==> src/logic/tank_pkg.sv <==
/* tank arena package
   shared coordinate, state and interface types for the two-tank engine */
`default_nettype none

package tank_pkg;

    localparam int NUM_TANKS = 2;

    typedef logic [9:0] coord_t;      // screen pixel coordinate

    typedef enum logic [1:0] {
        DIR_DOWN  = 2'd0,
        DIR_UP    = 2'd1,
        DIR_RIGHT = 2'd2,
        DIR_LEFT  = 2'd3
    } dir_t;

    typedef enum logic [1:0] {
        B_IDLE = 2'd0,                // riding on the tank
        B_FLY  = 2'd1,
        B_HIT  = 2'd2                 // one cycle before rearm
    } bullet_state_t;

    typedef enum logic [1:0] {
        PK_NONE   = 2'd0,
        PK_TANK   = 2'd1,
        PK_BULLET = 2'd2
    } pixel_kind_t;

    typedef struct packed {
        coord_t x;
        coord_t y;
    } pos_t;

    typedef struct packed {
        logic move_valid;
        dir_t move_dir;
        logic fire_pulse;
    } tank_cmd_t;

    typedef struct packed {
        logic box;                    // pixel inside tank body
        logic bullet_px;              // pixel on live bullet
        pos_t bullet_pos;
    } tank_view_t;

    typedef struct packed {
        logic obstacle;
        logic bullet_stop;
        logic dead;
    } tank_fb_t;

    ////////////////////////////////
    // geometry, relative to the tank's upper left corner
    localparam coord_t TANK_LO     = 10'd3;
    localparam coord_t TANK_HI     = 10'd28;
    localparam coord_t TANK_SIZE   = 10'd32;
    localparam coord_t BULLET_SIZE = 10'd4;
    localparam coord_t BULLET_MID  = 10'd14;

endpackage

`default_nettype wire

==> src/logic/control_decoder.sv <==
/* control decoder
   turns one-hot move buttons into commands and fire levels into pulses */
`timescale 1ns/1ps
`default_nettype none

module control_decoder #(
    parameter int NUM_TANKS = 2
) (
    input  logic                       clk_i,
    input  logic                       reset_i,
    input  logic [4*NUM_TANKS-1:0]     move_i,
    input  logic [NUM_TANKS-1:0]       fire_i,
    output tank_pkg::tank_cmd_t        cmd_o [NUM_TANKS]
);

    logic [NUM_TANKS-1:0] fire_prev;
    logic [NUM_TANKS-1:0] fire_pulse;

    always_ff @(posedge clk_i or posedge reset_i) begin
        if (reset_i) begin
            fire_prev  <= '0;
            fire_pulse <= '0;
        end else begin
            fire_prev  <= fire_i;
            fire_pulse <= fire_i & ~fire_prev;  // rising edge, one cycle late
        end
    end

    always_comb begin
        for (int k = 0; k < NUM_TANKS; k++) begin
            cmd_o[k].fire_pulse = fire_pulse[k];
            cmd_o[k].move_valid = 1'b1;
            cmd_o[k].move_dir   = tank_pkg::DIR_DOWN;
            case (move_i[4*k +: 4])
                4'b0001: cmd_o[k].move_dir = tank_pkg::DIR_DOWN;
                4'b0010: cmd_o[k].move_dir = tank_pkg::DIR_UP;
                4'b0100: cmd_o[k].move_dir = tank_pkg::DIR_RIGHT;
                4'b1000: cmd_o[k].move_dir = tank_pkg::DIR_LEFT;
                default: cmd_o[k].move_valid = 1'b0;  // none or several pressed
            endcase
        end
    end

endmodule

`default_nettype wire

==> src/logic/bullet_unit.sv <==
/* bullet unit
   one bullet: spawn at the tank muzzle, flight on ticks, stop and rearm */
`timescale 1ns/1ps
`default_nettype none

module bullet_unit #(
    parameter int BULLET_STEP = 4
) (
    input  logic              clk_i,
    input  logic              reset_i,
    input  logic              tick_i,
    input  logic              fire_i,
    input  logic              stop_i,
    input  tank_pkg::pos_t    tank_pos_i,
    input  tank_pkg::dir_t    facing_i,
    input  tank_pkg::coord_t  hpos_i,
    input  tank_pkg::coord_t  vpos_i,
    output logic              active_o,
    output logic              bullet_px_o,
    output tank_pkg::pos_t    bullet_pos_o
);

    localparam tank_pkg::coord_t STEP = tank_pkg::coord_t'(BULLET_STEP);

    tank_pkg::bullet_state_t state;
    tank_pkg::dir_t          fly_dir;
    tank_pkg::pos_t          pos;
    tank_pkg::pos_t          spawn;
    tank_pkg::coord_t        dx;
    tank_pkg::coord_t        dy;

    always_comb begin
        spawn.x = tank_pos_i.x + tank_pkg::BULLET_MID;
        spawn.y = tank_pos_i.y + tank_pkg::BULLET_MID;
        case (facing_i)
            tank_pkg::DIR_DOWN:  spawn.y = tank_pos_i.y + tank_pkg::TANK_SIZE;
            tank_pkg::DIR_UP:    spawn.y = tank_pos_i.y - tank_pkg::BULLET_SIZE;
            tank_pkg::DIR_RIGHT: spawn.x = tank_pos_i.x + tank_pkg::TANK_SIZE;
            default:             spawn.x = tank_pos_i.x - tank_pkg::BULLET_SIZE;
        endcase
    end

    always_ff @(posedge clk_i or posedge reset_i) begin
        if (reset_i) begin
            state <= tank_pkg::B_IDLE;
        end else begin
            case (state)
                tank_pkg::B_IDLE: if (fire_i) state <= tank_pkg::B_FLY;
                tank_pkg::B_FLY:  if (stop_i) state <= tank_pkg::B_HIT;
                default:          state <= tank_pkg::B_IDLE;
            endcase
        end
    end

    always_ff @(posedge clk_i) begin
        if (state == tank_pkg::B_IDLE) begin
            pos     <= spawn;      // follow the muzzle
            fly_dir <= facing_i;
        end else if (state == tank_pkg::B_FLY && tick_i && !stop_i) begin
            case (fly_dir)
                tank_pkg::DIR_DOWN:  pos.y <= pos.y + STEP;
                tank_pkg::DIR_UP:    pos.y <= pos.y - STEP;
                tank_pkg::DIR_RIGHT: pos.x <= pos.x + STEP;
                default:             pos.x <= pos.x - STEP;
            endcase
        end
    end

    assign dx = hpos_i - pos.x;  // wraps when left of the bullet
    assign dy = vpos_i - pos.y;

    assign active_o     = (state == tank_pkg::B_FLY);
    assign bullet_px_o  = active_o && (dx <= tank_pkg::BULLET_SIZE)
                          && (dy <= tank_pkg::BULLET_SIZE);
    assign bullet_pos_o = pos;

endmodule

`default_nettype wire

==> src/logic/tank_unit.sv <==
/* tank unit
   position, facing and side blocking of one tank, plus its bullet */
`timescale 1ns/1ps
`default_nettype none

module tank_unit #(
    parameter tank_pkg::coord_t START_X     = 10'd224,
    parameter tank_pkg::coord_t START_Y     = 10'd32,
    parameter tank_pkg::dir_t   START_DIR   = tank_pkg::DIR_DOWN,
    parameter int               MOVE_STEP   = 1,
    parameter int               BULLET_STEP = 4
) (
    input  logic                 clk_i,
    input  logic                 reset_i,
    input  logic                 tick_i,
    input  tank_pkg::tank_cmd_t  cmd_i,
    input  tank_pkg::tank_fb_t   fb_i,
    input  tank_pkg::coord_t     hpos_i,
    input  tank_pkg::coord_t     vpos_i,
    output tank_pkg::tank_view_t view_o,
    output tank_pkg::pos_t       pos_o,
    output logic                 bullet_active_o
);

    localparam tank_pkg::coord_t STEP      = tank_pkg::coord_t'(MOVE_STEP);
    localparam tank_pkg::coord_t EDGE_NEAR = tank_pkg::TANK_LO - 10'd1;
    localparam tank_pkg::coord_t EDGE_FAR  = tank_pkg::TANK_HI + 10'd1;
    localparam tank_pkg::coord_t SPAN_LO   = tank_pkg::TANK_LO + 10'd1;
    localparam tank_pkg::coord_t SPAN_HI   = tank_pkg::TANK_HI - 10'd1;

    tank_pkg::pos_t   pos;
    tank_pkg::dir_t   facing;
    tank_pkg::coord_t dx;
    tank_pkg::coord_t dy;
    tank_pkg::pos_t   bullet_pos;
    logic [3:0]       blocked;      // indexed by dir_t
    logic [3:0]       edge_hit;
    logic [3:0]       keep;
    logic             span_x;
    logic             span_y;
    logic             box;
    logic             bullet_px;

    ////////////////////////////////
    // raster tests against the body
    assign dx     = hpos_i - pos.x;
    assign dy     = vpos_i - pos.y;
    assign span_x = (dx >= SPAN_LO) && (dx <= SPAN_HI);
    assign span_y = (dy >= SPAN_LO) && (dy <= SPAN_HI);

    assign edge_hit[tank_pkg::DIR_DOWN]  = (dy == EDGE_FAR) && span_x;
    assign edge_hit[tank_pkg::DIR_UP]    = (dy == EDGE_NEAR) && span_x;
    assign edge_hit[tank_pkg::DIR_RIGHT] = (dx == EDGE_FAR) && span_y;
    assign edge_hit[tank_pkg::DIR_LEFT]  = (dx == EDGE_NEAR) && span_y;

    assign box = !fb_i.dead
                 && (dx >= tank_pkg::TANK_LO) && (dx <= tank_pkg::TANK_HI)
                 && (dy >= tank_pkg::TANK_LO) && (dy <= tank_pkg::TANK_HI);

    // a move forgets the other three sides
    assign keep = cmd_i.move_valid ? (4'b0001 << cmd_i.move_dir) : 4'b1111;

    always_ff @(posedge clk_i or posedge reset_i) begin
        if (reset_i) begin
            blocked <= '0;
        end else begin
            blocked <= (blocked & keep) | (fb_i.obstacle ? edge_hit : 4'b0000);
        end
    end

    ////////////////////////////////
    // movement on the tick strobe
    always_ff @(posedge clk_i or posedge reset_i) begin
        if (reset_i) begin
            pos.x  <= START_X;
            pos.y  <= START_Y;
            facing <= START_DIR;
        end else if (tick_i && cmd_i.move_valid && !blocked[cmd_i.move_dir]) begin
            facing <= cmd_i.move_dir;
            case (cmd_i.move_dir)
                tank_pkg::DIR_DOWN:  pos.y <= pos.y + STEP;
                tank_pkg::DIR_UP:    pos.y <= pos.y - STEP;
                tank_pkg::DIR_RIGHT: pos.x <= pos.x + STEP;
                default:             pos.x <= pos.x - STEP;
            endcase
        end
    end

    bullet_unit #(
        .BULLET_STEP (BULLET_STEP)
    ) u_bullet_unit (
        .clk_i        (clk_i),
        .reset_i      (reset_i),
        .tick_i       (tick_i),
        .fire_i       (cmd_i.fire_pulse),
        .stop_i       (fb_i.bullet_stop),
        .tank_pos_i   (pos),
        .facing_i     (facing),
        .hpos_i       (hpos_i),
        .vpos_i       (vpos_i),
        .active_o     (bullet_active_o),
        .bullet_px_o  (bullet_px),
        .bullet_pos_o (bullet_pos)
    );

    assign view_o = '{box: box, bullet_px: bullet_px, bullet_pos: bullet_pos};
    assign pos_o  = pos;

endmodule

`default_nettype wire

==> src/logic/arena_resolver.sv <==
/* arena resolver
   tank-to-tank interactions, sticky hit latches and pixel classification */
`timescale 1ns/1ps
`default_nettype none

module arena_resolver #(
    parameter int NUM_TANKS = 2
) (
    input  logic                  clk_i,
    input  logic                  reset_i,
    input  tank_pkg::tank_view_t  view_i [NUM_TANKS],
    input  logic                  cannot_walk_i,
    input  logic                  hard_block_i,
    input  logic                  destroyable_i,
    output tank_pkg::tank_fb_t    fb_o [NUM_TANKS],
    output logic [NUM_TANKS-1:0]  hit_o,
    output tank_pkg::pixel_kind_t pixel_kind_o,
    output logic                  brick_hit_o
);

    logic [NUM_TANKS-1:0] box;
    logic [NUM_TANKS-1:0] bullet_px;
    logic [NUM_TANKS-1:0] hit_now;  // tank k struck this cycle

    always_comb begin
        for (int k = 0; k < NUM_TANKS; k++) begin
            box[k]       = view_i[k].box;
            bullet_px[k] = view_i[k].bullet_px;
            hit_now[k]   = bullet_px[(k + 1) % NUM_TANKS] && box[k];
        end
    end

    always_ff @(posedge clk_i or posedge reset_i) begin
        if (reset_i) begin
            hit_o <= '0;
        end else begin
            hit_o <= hit_o | hit_now;  // sticky until reset
        end
    end

    always_comb begin
        for (int k = 0; k < NUM_TANKS; k++) begin
            fb_o[k].obstacle    = cannot_walk_i || box[(k + 1) % NUM_TANKS];
            fb_o[k].bullet_stop = (bullet_px[k]
                                   && (hard_block_i || bullet_px[(k + 1) % NUM_TANKS]))
                                  || hit_now[(k + 1) % NUM_TANKS];
            fb_o[k].dead        = hit_o[k];
        end
    end

    ////////////////////////////////
    // what the raster is showing
    always_comb begin
        if (|bullet_px)  pixel_kind_o = tank_pkg::PK_BULLET;  // bullets on top
        else if (|box)   pixel_kind_o = tank_pkg::PK_TANK;
        else             pixel_kind_o = tank_pkg::PK_NONE;
    end

    assign brick_hit_o = destroyable_i && (|bullet_px);

endmodule

`default_nettype wire

==> src/logic/tank_arena.sv <==
/* tank arena top
   button decode, two tank units and the resolver between them */
`timescale 1ns/1ps
`default_nettype none

module tank_arena #(
    parameter int MOVE_STEP   = 1,
    parameter int BULLET_STEP = 4
) (
    input  logic                            clk_i,
    input  logic                            reset_i,
    input  logic                            tick_i,
    input  logic [4*tank_pkg::NUM_TANKS-1:0] move_i,
    input  logic [tank_pkg::NUM_TANKS-1:0]  fire_i,
    input  tank_pkg::coord_t                hpos_i,
    input  tank_pkg::coord_t                vpos_i,
    input  logic                            cannot_walk_i,
    input  logic                            hard_block_i,
    input  logic                            destroyable_i,
    output tank_pkg::pos_t                  tank_pos_o [tank_pkg::NUM_TANKS],
    output tank_pkg::pos_t                  bullet_pos_o [tank_pkg::NUM_TANKS],
    output logic [tank_pkg::NUM_TANKS-1:0]  bullet_active_o,
    output logic [tank_pkg::NUM_TANKS-1:0]  hit_o,
    output tank_pkg::pixel_kind_t           pixel_kind_o,
    output logic                            brick_hit_o
);

    tank_pkg::tank_cmd_t  cmd  [tank_pkg::NUM_TANKS];
    tank_pkg::tank_view_t view [tank_pkg::NUM_TANKS];
    tank_pkg::tank_fb_t   fb   [tank_pkg::NUM_TANKS];

    control_decoder #(
        .NUM_TANKS (tank_pkg::NUM_TANKS)
    ) u_control_decoder (
        .clk_i   (clk_i),
        .reset_i (reset_i),
        .move_i  (move_i),
        .fire_i  (fire_i),
        .cmd_o   (cmd)
    );

    generate
        for (genvar i = 0; i < tank_pkg::NUM_TANKS; i++) begin : g_tank
            localparam tank_pkg::coord_t START_X = 10'd224;  // tile column 7
            localparam tank_pkg::coord_t START_Y = (i == 0) ? 10'd32 : 10'd416;
            localparam tank_pkg::dir_t START_DIR =
                (i == 0) ? tank_pkg::DIR_DOWN : tank_pkg::DIR_UP;  // face each other

            tank_unit #(
                .START_X     (START_X),
                .START_Y     (START_Y),
                .START_DIR   (START_DIR),
                .MOVE_STEP   (MOVE_STEP),
                .BULLET_STEP (BULLET_STEP)
            ) u_tank_unit (
                .clk_i           (clk_i),
                .reset_i         (reset_i),
                .tick_i          (tick_i),
                .cmd_i           (cmd[i]),
                .fb_i            (fb[i]),
                .hpos_i          (hpos_i),
                .vpos_i          (vpos_i),
                .view_o          (view[i]),
                .pos_o           (tank_pos_o[i]),
                .bullet_active_o (bullet_active_o[i])
            );

            assign bullet_pos_o[i] = view[i].bullet_pos;
        end
    endgenerate

    arena_resolver #(
        .NUM_TANKS (tank_pkg::NUM_TANKS)
    ) u_arena_resolver (
        .clk_i         (clk_i),
        .reset_i       (reset_i),
        .view_i        (view),
        .cannot_walk_i (cannot_walk_i),
        .hard_block_i  (hard_block_i),
        .destroyable_i (destroyable_i),
        .fb_o          (fb),
        .hit_o         (hit_o),
        .pixel_kind_o  (pixel_kind_o),
        .brick_hit_o   (brick_hit_o)
    );

endmodule

`default_nettype wire

==> config.mk <==
export PLATFORM = sky130hd
export DESIGN_NAME = tank_arena
export DESIGN_NICKNAME = d
export VERILOG_FILES = /design/src/logic/tank_pkg.sv /design/src/logic/control_decoder.sv /design/src/logic/bullet_unit.sv /design/src/logic/tank_unit.sv /design/src/logic/arena_resolver.sv /design/src/logic/tank_arena.sv
export SDC_FILE = /design/constraint.sdc
export NUM_CORES = 1
export LEC_CHECK = 0
export ABC_CLOCK_PERIOD_IN_PS = 4640
export BUFFER_PORTS_ARGS = -buffer_cell sky130_fd_sc_hd__buf_2
export CAP_MARGIN = 20
export CORE_ASPECT_RATIO = 1.75
export CORE_MARGIN = 2
export CORE_UTILIZATION = 62
export CTS_CLUSTER_DIAMETER = 120
export DETAILED_ROUTE_END_ITERATION = 7
export GPL_TIMING_DRIVEN = 0
export PLACE_DENSITY = 0.83
export SETUP_SLACK_MARGIN = 0.2
export SYNTH_ARGS = -nofsm -noshare
export SYNTH_HDL_FRONTEND = slang
export SYNTH_SLANG_ARGS = --single-unit
export TNS_END_PERCENT = 5
==> constraint.sdc <==
create_clock -name clk_i -period 4.64 [get_ports clk_i]
set_input_delay 0.232 -clock clk_i [delete_from_list [all_inputs] [get_ports clk_i]]
set_output_delay 0.232 -clock clk_i [all_outputs]
set_load 0.05 [all_outputs]
## Yosys cells after proc, flatten, opt, wreduce, memory -nomap -nowiden

Index checks and enable logic that the tools add are counted.

- Add/subtract/negate cells: 36
- Magnitude comparators: 22
- Equal/unequal tests: 36
- Shift operators: 2
- Multiplexer cells: 36
- Bitwise gates (word level): 9
- Reduce and logical (&&, ||, !) cells: 83

Operators with widths:

| kind | number |
|---|---|
| 10-bit one-hot mux with 2 select lines | 12 |
| 10-bit by 5-bit less-or-equal comparator with 1-bit output, second input constant | 8 |
| 20-bit 2-to-1 mux | 4 |
| 10-bit subtractor | 8 |
| 10-bit by 3-bit subtractor with 10-bit output, second input constant | 8 |
| 10-bit by 1-bit adder with 10-bit output, second input constant | 4 |
| 10-bit by 3-bit adder with 10-bit output, second input constant | 4 |
| 10-bit by 4-bit adder with 10-bit output, second input constant | 4 |
| 10-bit by 6-bit adder with 10-bit output, second input constant | 4 |
| 10-bit by 2-bit == test with 1-bit output, second input constant | 4 |
| 10-bit by 5-bit == test with 1-bit output, second input constant | 4 |
| 10-bit by 2-bit >= comparator with 1-bit output, second input constant | 4 |
| 10-bit by 3-bit >= comparator with 1-bit output, second input constant | 4 |
| 10-bit by 3-bit less-or-equal comparator with 1-bit output, second input constant | 4 |
| 10-bit by 1-bit subtractor with 10-bit output, second input constant | 4 |
| 1-bit logical AND | 37 |
| 2-bit AND reduction | 10 |
| 2-bit by 1-bit == test with 1-bit output, second input constant | 8 |
| 2-bit logical NOT | 8 |
| 4-bit 2-to-1 mux | 4 |
| 2-bit OR reduction | 8 |
| 2-bit == test, second input constant | 6 |
| 2-bit one-hot mux with 3 select lines | 2 |
| 2-bit 2-to-1 mux | 5 |
| other kinds (22) | 56 |

- Register bits: 106
- Input bits: 36
- Output and inout bits: 87

## Longest topological paths before layout

- Depth after elaboration: 12
- Depth in mapped cells: 13
- Mapped depth without buffers: 13

## Hierarchy

Synthesis repeated with hierarchy kept, for this count alone.

- Cells, all modules: 1468
- Area total of the unflattened synthesis: 12336.8 µm²

Modules (own cells, without submodules):

| module | times used | cells an instance | area each (µm²) | sequential area each (µm²) |
|---|---|---|---|---|
| bullet_unit at g_tank[1].u_tank_unit.u_bullet_unit | 1 | 361 | 3019.1 | 710.7 |
| tank_unit at g_tank[1].u_tank_unit | 1 | 361 | 3002.9 | 659.4 |
| tank_unit at g_tank[0].u_tank_unit | 1 | 361 | 2999.1 | 655.6 |
| bullet_unit at g_tank[0].u_tank_unit.u_bullet_unit | 1 | 349 | 2957.8 | 710.7 |
| control_decoder | 1 | 21 | 215.2 | 100.1 |
| arena_resolver | 1 | 15 | 142.6 | 50.0 |

## Worst setup path after synthesis

Ideal clock, no wire load.

- Path type: register to output
- Start: register g_tank[0].u_tank_unit.pos (netlist bit g_tank[0].u_tank_unit.pos_o[7])
- End: output pixel_kind_o[0]
- Arrival: 4.187 ns
- Data required time: 4.408 ns
- Slack: 0.221 ns
- Stages on the path, launching flop included: 11
- Buffers on the path: 0
- Cells stage by stage: dfrtp_1 inv_1 ha_1 and3_1 a2111oi_2 o221a_2 nand3_1 a211oi_1 o2111ai_1 or4b_2 a211oi_1

- Longest elaborated chain between the ends: 7
- Elaborated cells on any way between the ends: 8

RTL lines:

| what | RTL line | RTL |
|---|---|---|
| start: declaration | tank_unit.sv:31 | `tank_pkg::pos_t pos;` |
| 10-bit subtractor (*) | tank_unit.sv:47 | `assign dy = vpos_i - pos.y;` |
| 10-bit by 2-bit >= comparator with 1-bit output | tank_unit.sv:58 | `&& (dy >= tank_pkg::TANK_LO) && (dy <= tank_pkg::TANK_HI);` |
| 1-bit logical AND | tank_unit.sv:58 |  |
| 1-bit logical AND (*) | tank_unit.sv:58 |  |
| 2-bit OR reduction (*) | arena_resolver.sv:55 | `else if (\|box) pixel_kind_o = tank_pkg::PK_TANK;` |
| 1-bit 2-to-1 mux (*) | arena_resolver.sv:55 |  |
| 2-bit 2-to-1 mux (*) | arena_resolver.sv:54 | `if (\|bullet_px) pixel_kind_o = tank_pkg::PK_BULLET;` |
| end: declaration | tank_arena.sv:24 | `output tank_pkg::pixel_kind_t pixel_kind_o,` |

Every way passes the cells marked *; elsewhere a longest branch is shown, timed or not.

## Worst setup path after layout

- Start: register g_tank[0].u_tank_unit.pos (netlist bit g_tank[0].u_tank_unit.pos_o[16])
- End: output pixel_kind_o[0]

- Longest elaborated chain between the ends: 9
- Elaborated cells on any way between the ends: 10

RTL lines:

| what | RTL line | RTL |
|---|---|---|
| 10-bit subtractor (*) | tank_unit.sv:46 | `assign dx = hpos_i - pos.x;` |
| 10-bit by 2-bit >= comparator with 1-bit output | tank_unit.sv:57 | `&& (dx >= tank_pkg::TANK_LO) && (dx <= tank_pkg::TANK_HI)` |
| 1-bit logical AND | tank_unit.sv:57 |  |
| 1-bit logical AND (*) | tank_unit.sv:57 |  |
| 1-bit logical AND (*) (2 in a row) | tank_unit.sv:58 |  |
| 2-bit OR reduction (*) | arena_resolver.sv:55 |  |
| 1-bit 2-to-1 mux (*) | arena_resolver.sv:55 |  |
| 2-bit 2-to-1 mux (*) | arena_resolver.sv:54 |  |

Marked as above.

==> key figures <==
Timing
  • Actual transition at the worst max-transition pin: 0.874 ns
  • Tcrit/Tclk final: 91.8%
  • Worst clock skew: 0.00879 ns
  • Final Max Slew Viols: 0
  • Endpoints failing setup: 0
  • Smallest setup slack after layout: 0.380 ns
  • Accumulated negative setup slack: 0 ns
  • Fin crit period: 4.26 ns
  • Peak Freq: 235 MHz
  • Final Hold Fails: 0
  • RSZ-0062 raised after global routing: yes
  • Slew HR: 41.7%

Pwr
  • Switch Pwr: 3.80 mW
  • Peak VDD IR: 415 µV
  • Pint: 3.47 mW
  • Comb power frac: 66.4%
  • Switching power share of the total: 52.3%
  • Leak Pwr: 6.05 nW
  • Clock power frac: 12.1%
  • Sequential share of power: 21.5%
  • Ratio of total power to cell area: 545 mW/mm²

Critical path
  • Max FO, Critical Path: 9
  • Worst setup path start: g_tank[0].u_tank_unit.pos_o[16]
  • Ordered list of cells on the worst path: inv_1 -> ha_1 -> clkbuf_1 -> nor2_2 -> o32ai_1 -> a2111oi_2 -> nand3_1 -> a211oi_1 -> o2111ai_1 -> or4b_2 -> a211oi_2 -> buf_6
  • Register-to-Register Setup Slack: 0.40 ns
  • Type of element launching the critical path: flop
  • Worst-path cell with the longest stage delay: or4b_2
  • R2R cell count: 10
  • Worst Path Arrival: 4.03 ns
  • Capture point of the critical path: pixel_kind_o[0]
  • Maximum single-stage delay on the critical path: 0.64 ns
  • Critical register-to-register path startpoint: g_tank[1].u_tank_unit.pos_o[12]
  • Category of the most critical setup path: flop to primary output
  • Critical path required time: 4.41 ns
  • Kind of capture point of the worst setup path: primary output

Final layout
  • Most frequent standard cell in the layout excluding fill and tap cells: ha_1
  • Number of standard cells in the layout, taps in and fillers out: 1852
  • Number of diodes added for antenna fixing: 0
  • Commonest non-fill, non-tap cells in the layout: ha_1, inv_1, a21oi_1
  • Area grow syn2layout: 10.8%
  • Layout cell share with drive strength beyond 1: 11.2%
  • Nets: 1802

Logic synthesis
  • Area fraction in and, or, nand and nor cells after synthesis: 18.2%
  • Predominant post-synthesis flop cell: dfrtp_1
  • Sequential area share after synthesis: 24.0%
  • Nets in the synthesized netlist: 1667
  • Dominant combinational cell family by area after synthesis: compound AO/OA/AOI/OAI gates
  • Total of warnings raised by yosys: 0
  • Library cells used by synthesis: 80
  • Area fraction in compound gates after synthesis: 23.8%
  • Number of enable-type register cells in the synthesized netlist: 44
  • Multiplexer area fraction after synthesis: 1.42%
  • Biggest area contributors in the synthesized netlist: ha_1, edfxtp_1, dfrtp_1
  • Leading area contributor after synthesis: ha_1
  • Fraction of registers with async set or reset after synthesis: 58.5%
  • Post-synthesis instance area: 0.0120 mm²
  • Synth top area share: 15.4%
  • Number of standard cells after synthesis: 1471
  • Post-synthesis area per instance: 8.18 µm²
  • Yosys reg bits: 106
  • Share of synthesized cell area in full adder, half adder and majority cells: 17.4%
  • XOR/XNOR Fraction of Synth Area: 9.68%

Detailed routing
  • DRT Pass-1 Iters: 5
  • Routed length per instance: 19.5 µm
  • Via-per-instance ratio: 6.41
  • Number of vias in the routed layout: 11900
  • Starting DRT DRC Count: 859
  • Final ANT Viol Nets: 0
  • DRC: 0
  • Final wirelength: 36.1 mm

Placed design
  • Post-detail-place hpwl: 29.1 mm
  • Number of placed cells counting well taps: 1831
  • Number of port buffers: 117
  • Routability Congestion: 0.978
  • Pre-CTS setup slack: 0.114 ns

Floorplan
  • Core Box Area: 0.0191 mm²
  • Die span in x: 109 µm
  • Chip Height: 188 µm
  • # rows: 67
  • Number of top-level design ports: 123
  • Starting utilization of the core area: 63.0%
  • Die ar.: 0.0206 mm²

Run status
  • Result of the run: finished, final reports clean

Hold path
  • Worst Hold Class: input port to flop
  • Worst hold stages: 4

GRT
  • Initial antenna violation count: 0
  • Global-route wire length before repair: 57.3 mm
  • Total routing usage reported by global routing: 35.7%
  • Pin count of the biggest net entering global routing: 42
  • Overflow left after global routing: 0
  • Vias in the first global route: 12000

CTS
  • CTS HTree Levels: 3
  • Clock latency of the later-clocked register in the worst-skew pair: 0.38 ns
  • CTS Root Buffer Type: clkbuf_16
  • TritonCTS clock tree: done
  • CTS clk-pin slew, worst paths: 0.08 ns
  • Number of buffers created by CTS: 9
  • Clock sinks: 106
  • Clk buf depth: 2

Job
  • Count of maximum capacitance violations: 0
[state kept, by name, indices dropped and copies added, names as in the netlist]
name and flops:
g_tank.u_tank_unit.pos_o 40, g_tank.u_tank_unit.u_bullet_unit.bullet_pos_o 40, g_tank.u_tank_unit.blocked 8, g_tank.u_tank_unit.facing 4
g_tank.u_tank_unit.u_bullet_unit.fly_dir 4, g_tank.u_tank_unit.u_bullet_unit.state 4, u_arena_resolver.hit_o 2, u_control_decoder.fire_prev 2
u_control_decoder.fire_pulse 2
[worst max-delay path, delay by kind of cell, from the launching register on]
| family | cells | cell delay, ns |
|---|---|---|
| adder cells (fa/ha/maj) | 1 | 0.29 |
| AND/OR/NAND/NOR | 3 | 0.98 |
| flip-flops | 1 | 0.59 |
| buffers and inverters | 3 | 0.55 |
| AO/OA/AOI/OAI | 5 | 1.23 |
[power by group through the flow]
| stage | clock, mW | sequential (mW) | combinational [mW] |
|---|---|---|---|
| global route | 0.903 | 1.60 | 5.29 |
| CTS | 0.878 | 1.56 | 4.74 |
| finish | 0.879 | 1.56 | 4.83 |
| floorplan | 0 | 2.12 | 3.05 |
| detailed placement | 0 | 1.57 | 4.70 |
| global placement | 0 | 1.56 | 4.54 |
[worst min path at each step]
stage,endpoint,start,slack [ns]
floorplan,u_control_decoder.fire_prev[0],fire_i[0],0.26
global placement,u_control_decoder.fire_prev[0],fire_i[0],0.35
detailed placement,g_tank[1].u_tank_unit.blocked[1],reset_i,0.30
CTS,g_tank[1].u_tank_unit.u_bullet_unit.state[0],hard_block_i,0.21
global route,g_tank[1].u_tank_unit.u_bullet_unit.state[0],hard_block_i,0.27
finish,g_tank[1].u_tank_unit.u_bullet_unit.state[0],hard_block_i,0.21
[cells by family after synthesis]
logic type      after synthesis
xor+xnor                    133
compound gates              440
flops                       106
fa+ha+maj                   160
simple gates                440
buf+inv                     175
mux                          17
[repair_timing]
| item | CTS | global route |
|---|---|---|
| setup buffers | 0 | 0 |
| hold buffers | 3 | 0 |
| resized for setup | 1 | 8 |
| setup endpoints to repair | 8 | 7 |
| hold endpoints to repair | 22 | 0 |
[layer usage]
| metal | routed length (µm) | vias to the layer above | global-route usage, % |
|---|---|---|---|
| li1 | - | 5597 | - |
| met1 | 12300 | 5610 | 34.6 |
| met2 | 18900 | 484 | 64.9 |
| met3 | 1670 | 183 | 4.50 |
| met4 | 3270 | 0 | 29.1 |
| met5 | 0 | - | 0 |
[cell usage after synthesis, types with 7 or more instances]
cell	n
mux2i_1	16
dfrtp_1	51
nor3_1	30
o2111ai_1	10
nand4_1	16
dfstp_2	11
o21ai_0	98
edfxtp_1	44
nor2_1	116
and3_1	15
nand3_1	30
nor3b_1	8
a31oi_1	14
nand2_1	110
or3_1	7
or2_2	10
o31ai_1	12
nor4_1	12
a21o_1	43
nand2b_1	19
inv_1	135
nand3b_1	8
clkbuf_1	31
xor2_1	42
nor2b_1	25
o211ai_1	10
xnor2_1	91
o22ai_1	8
and2_1	10
a21oi_1	122
ha_1	148
o21bai_1	21
fa_1	12
o21a_1	15
a211oi_1	18
[through the flow]
step	cell area (µm²)	power, mW	util (%)	hold slack [ns]
finish	13300	7.27	69.8	0.212
global route	13300	7.79	69.8	0.270
CTS	13300	7.18	69.6	0.211
detailed placement	12900	6.27	67.7	0.300
global placement	12900	6.10	67.6	0.353
floorplan	12000	5.17	-	0.263
[final cells by class]
| class | instances | area, µm² |
|---|---|---|
| Buffer | 39 | 155 |
| Clock buffer | 10 | 239 |
| Clock inverter | 6 | 87.6 |
| Fill cell | 1563 | 5780 |
| Inverter | 136 | 510 |
| Multi-Input combinational cell | 1190 | 8500 |
| Sequential cell | 106 | 2890 |
| Tap cell | 241 | 302 |
| Timing Repair Buffer | 124 | 657 |
(Power assumes the default switching activity.)
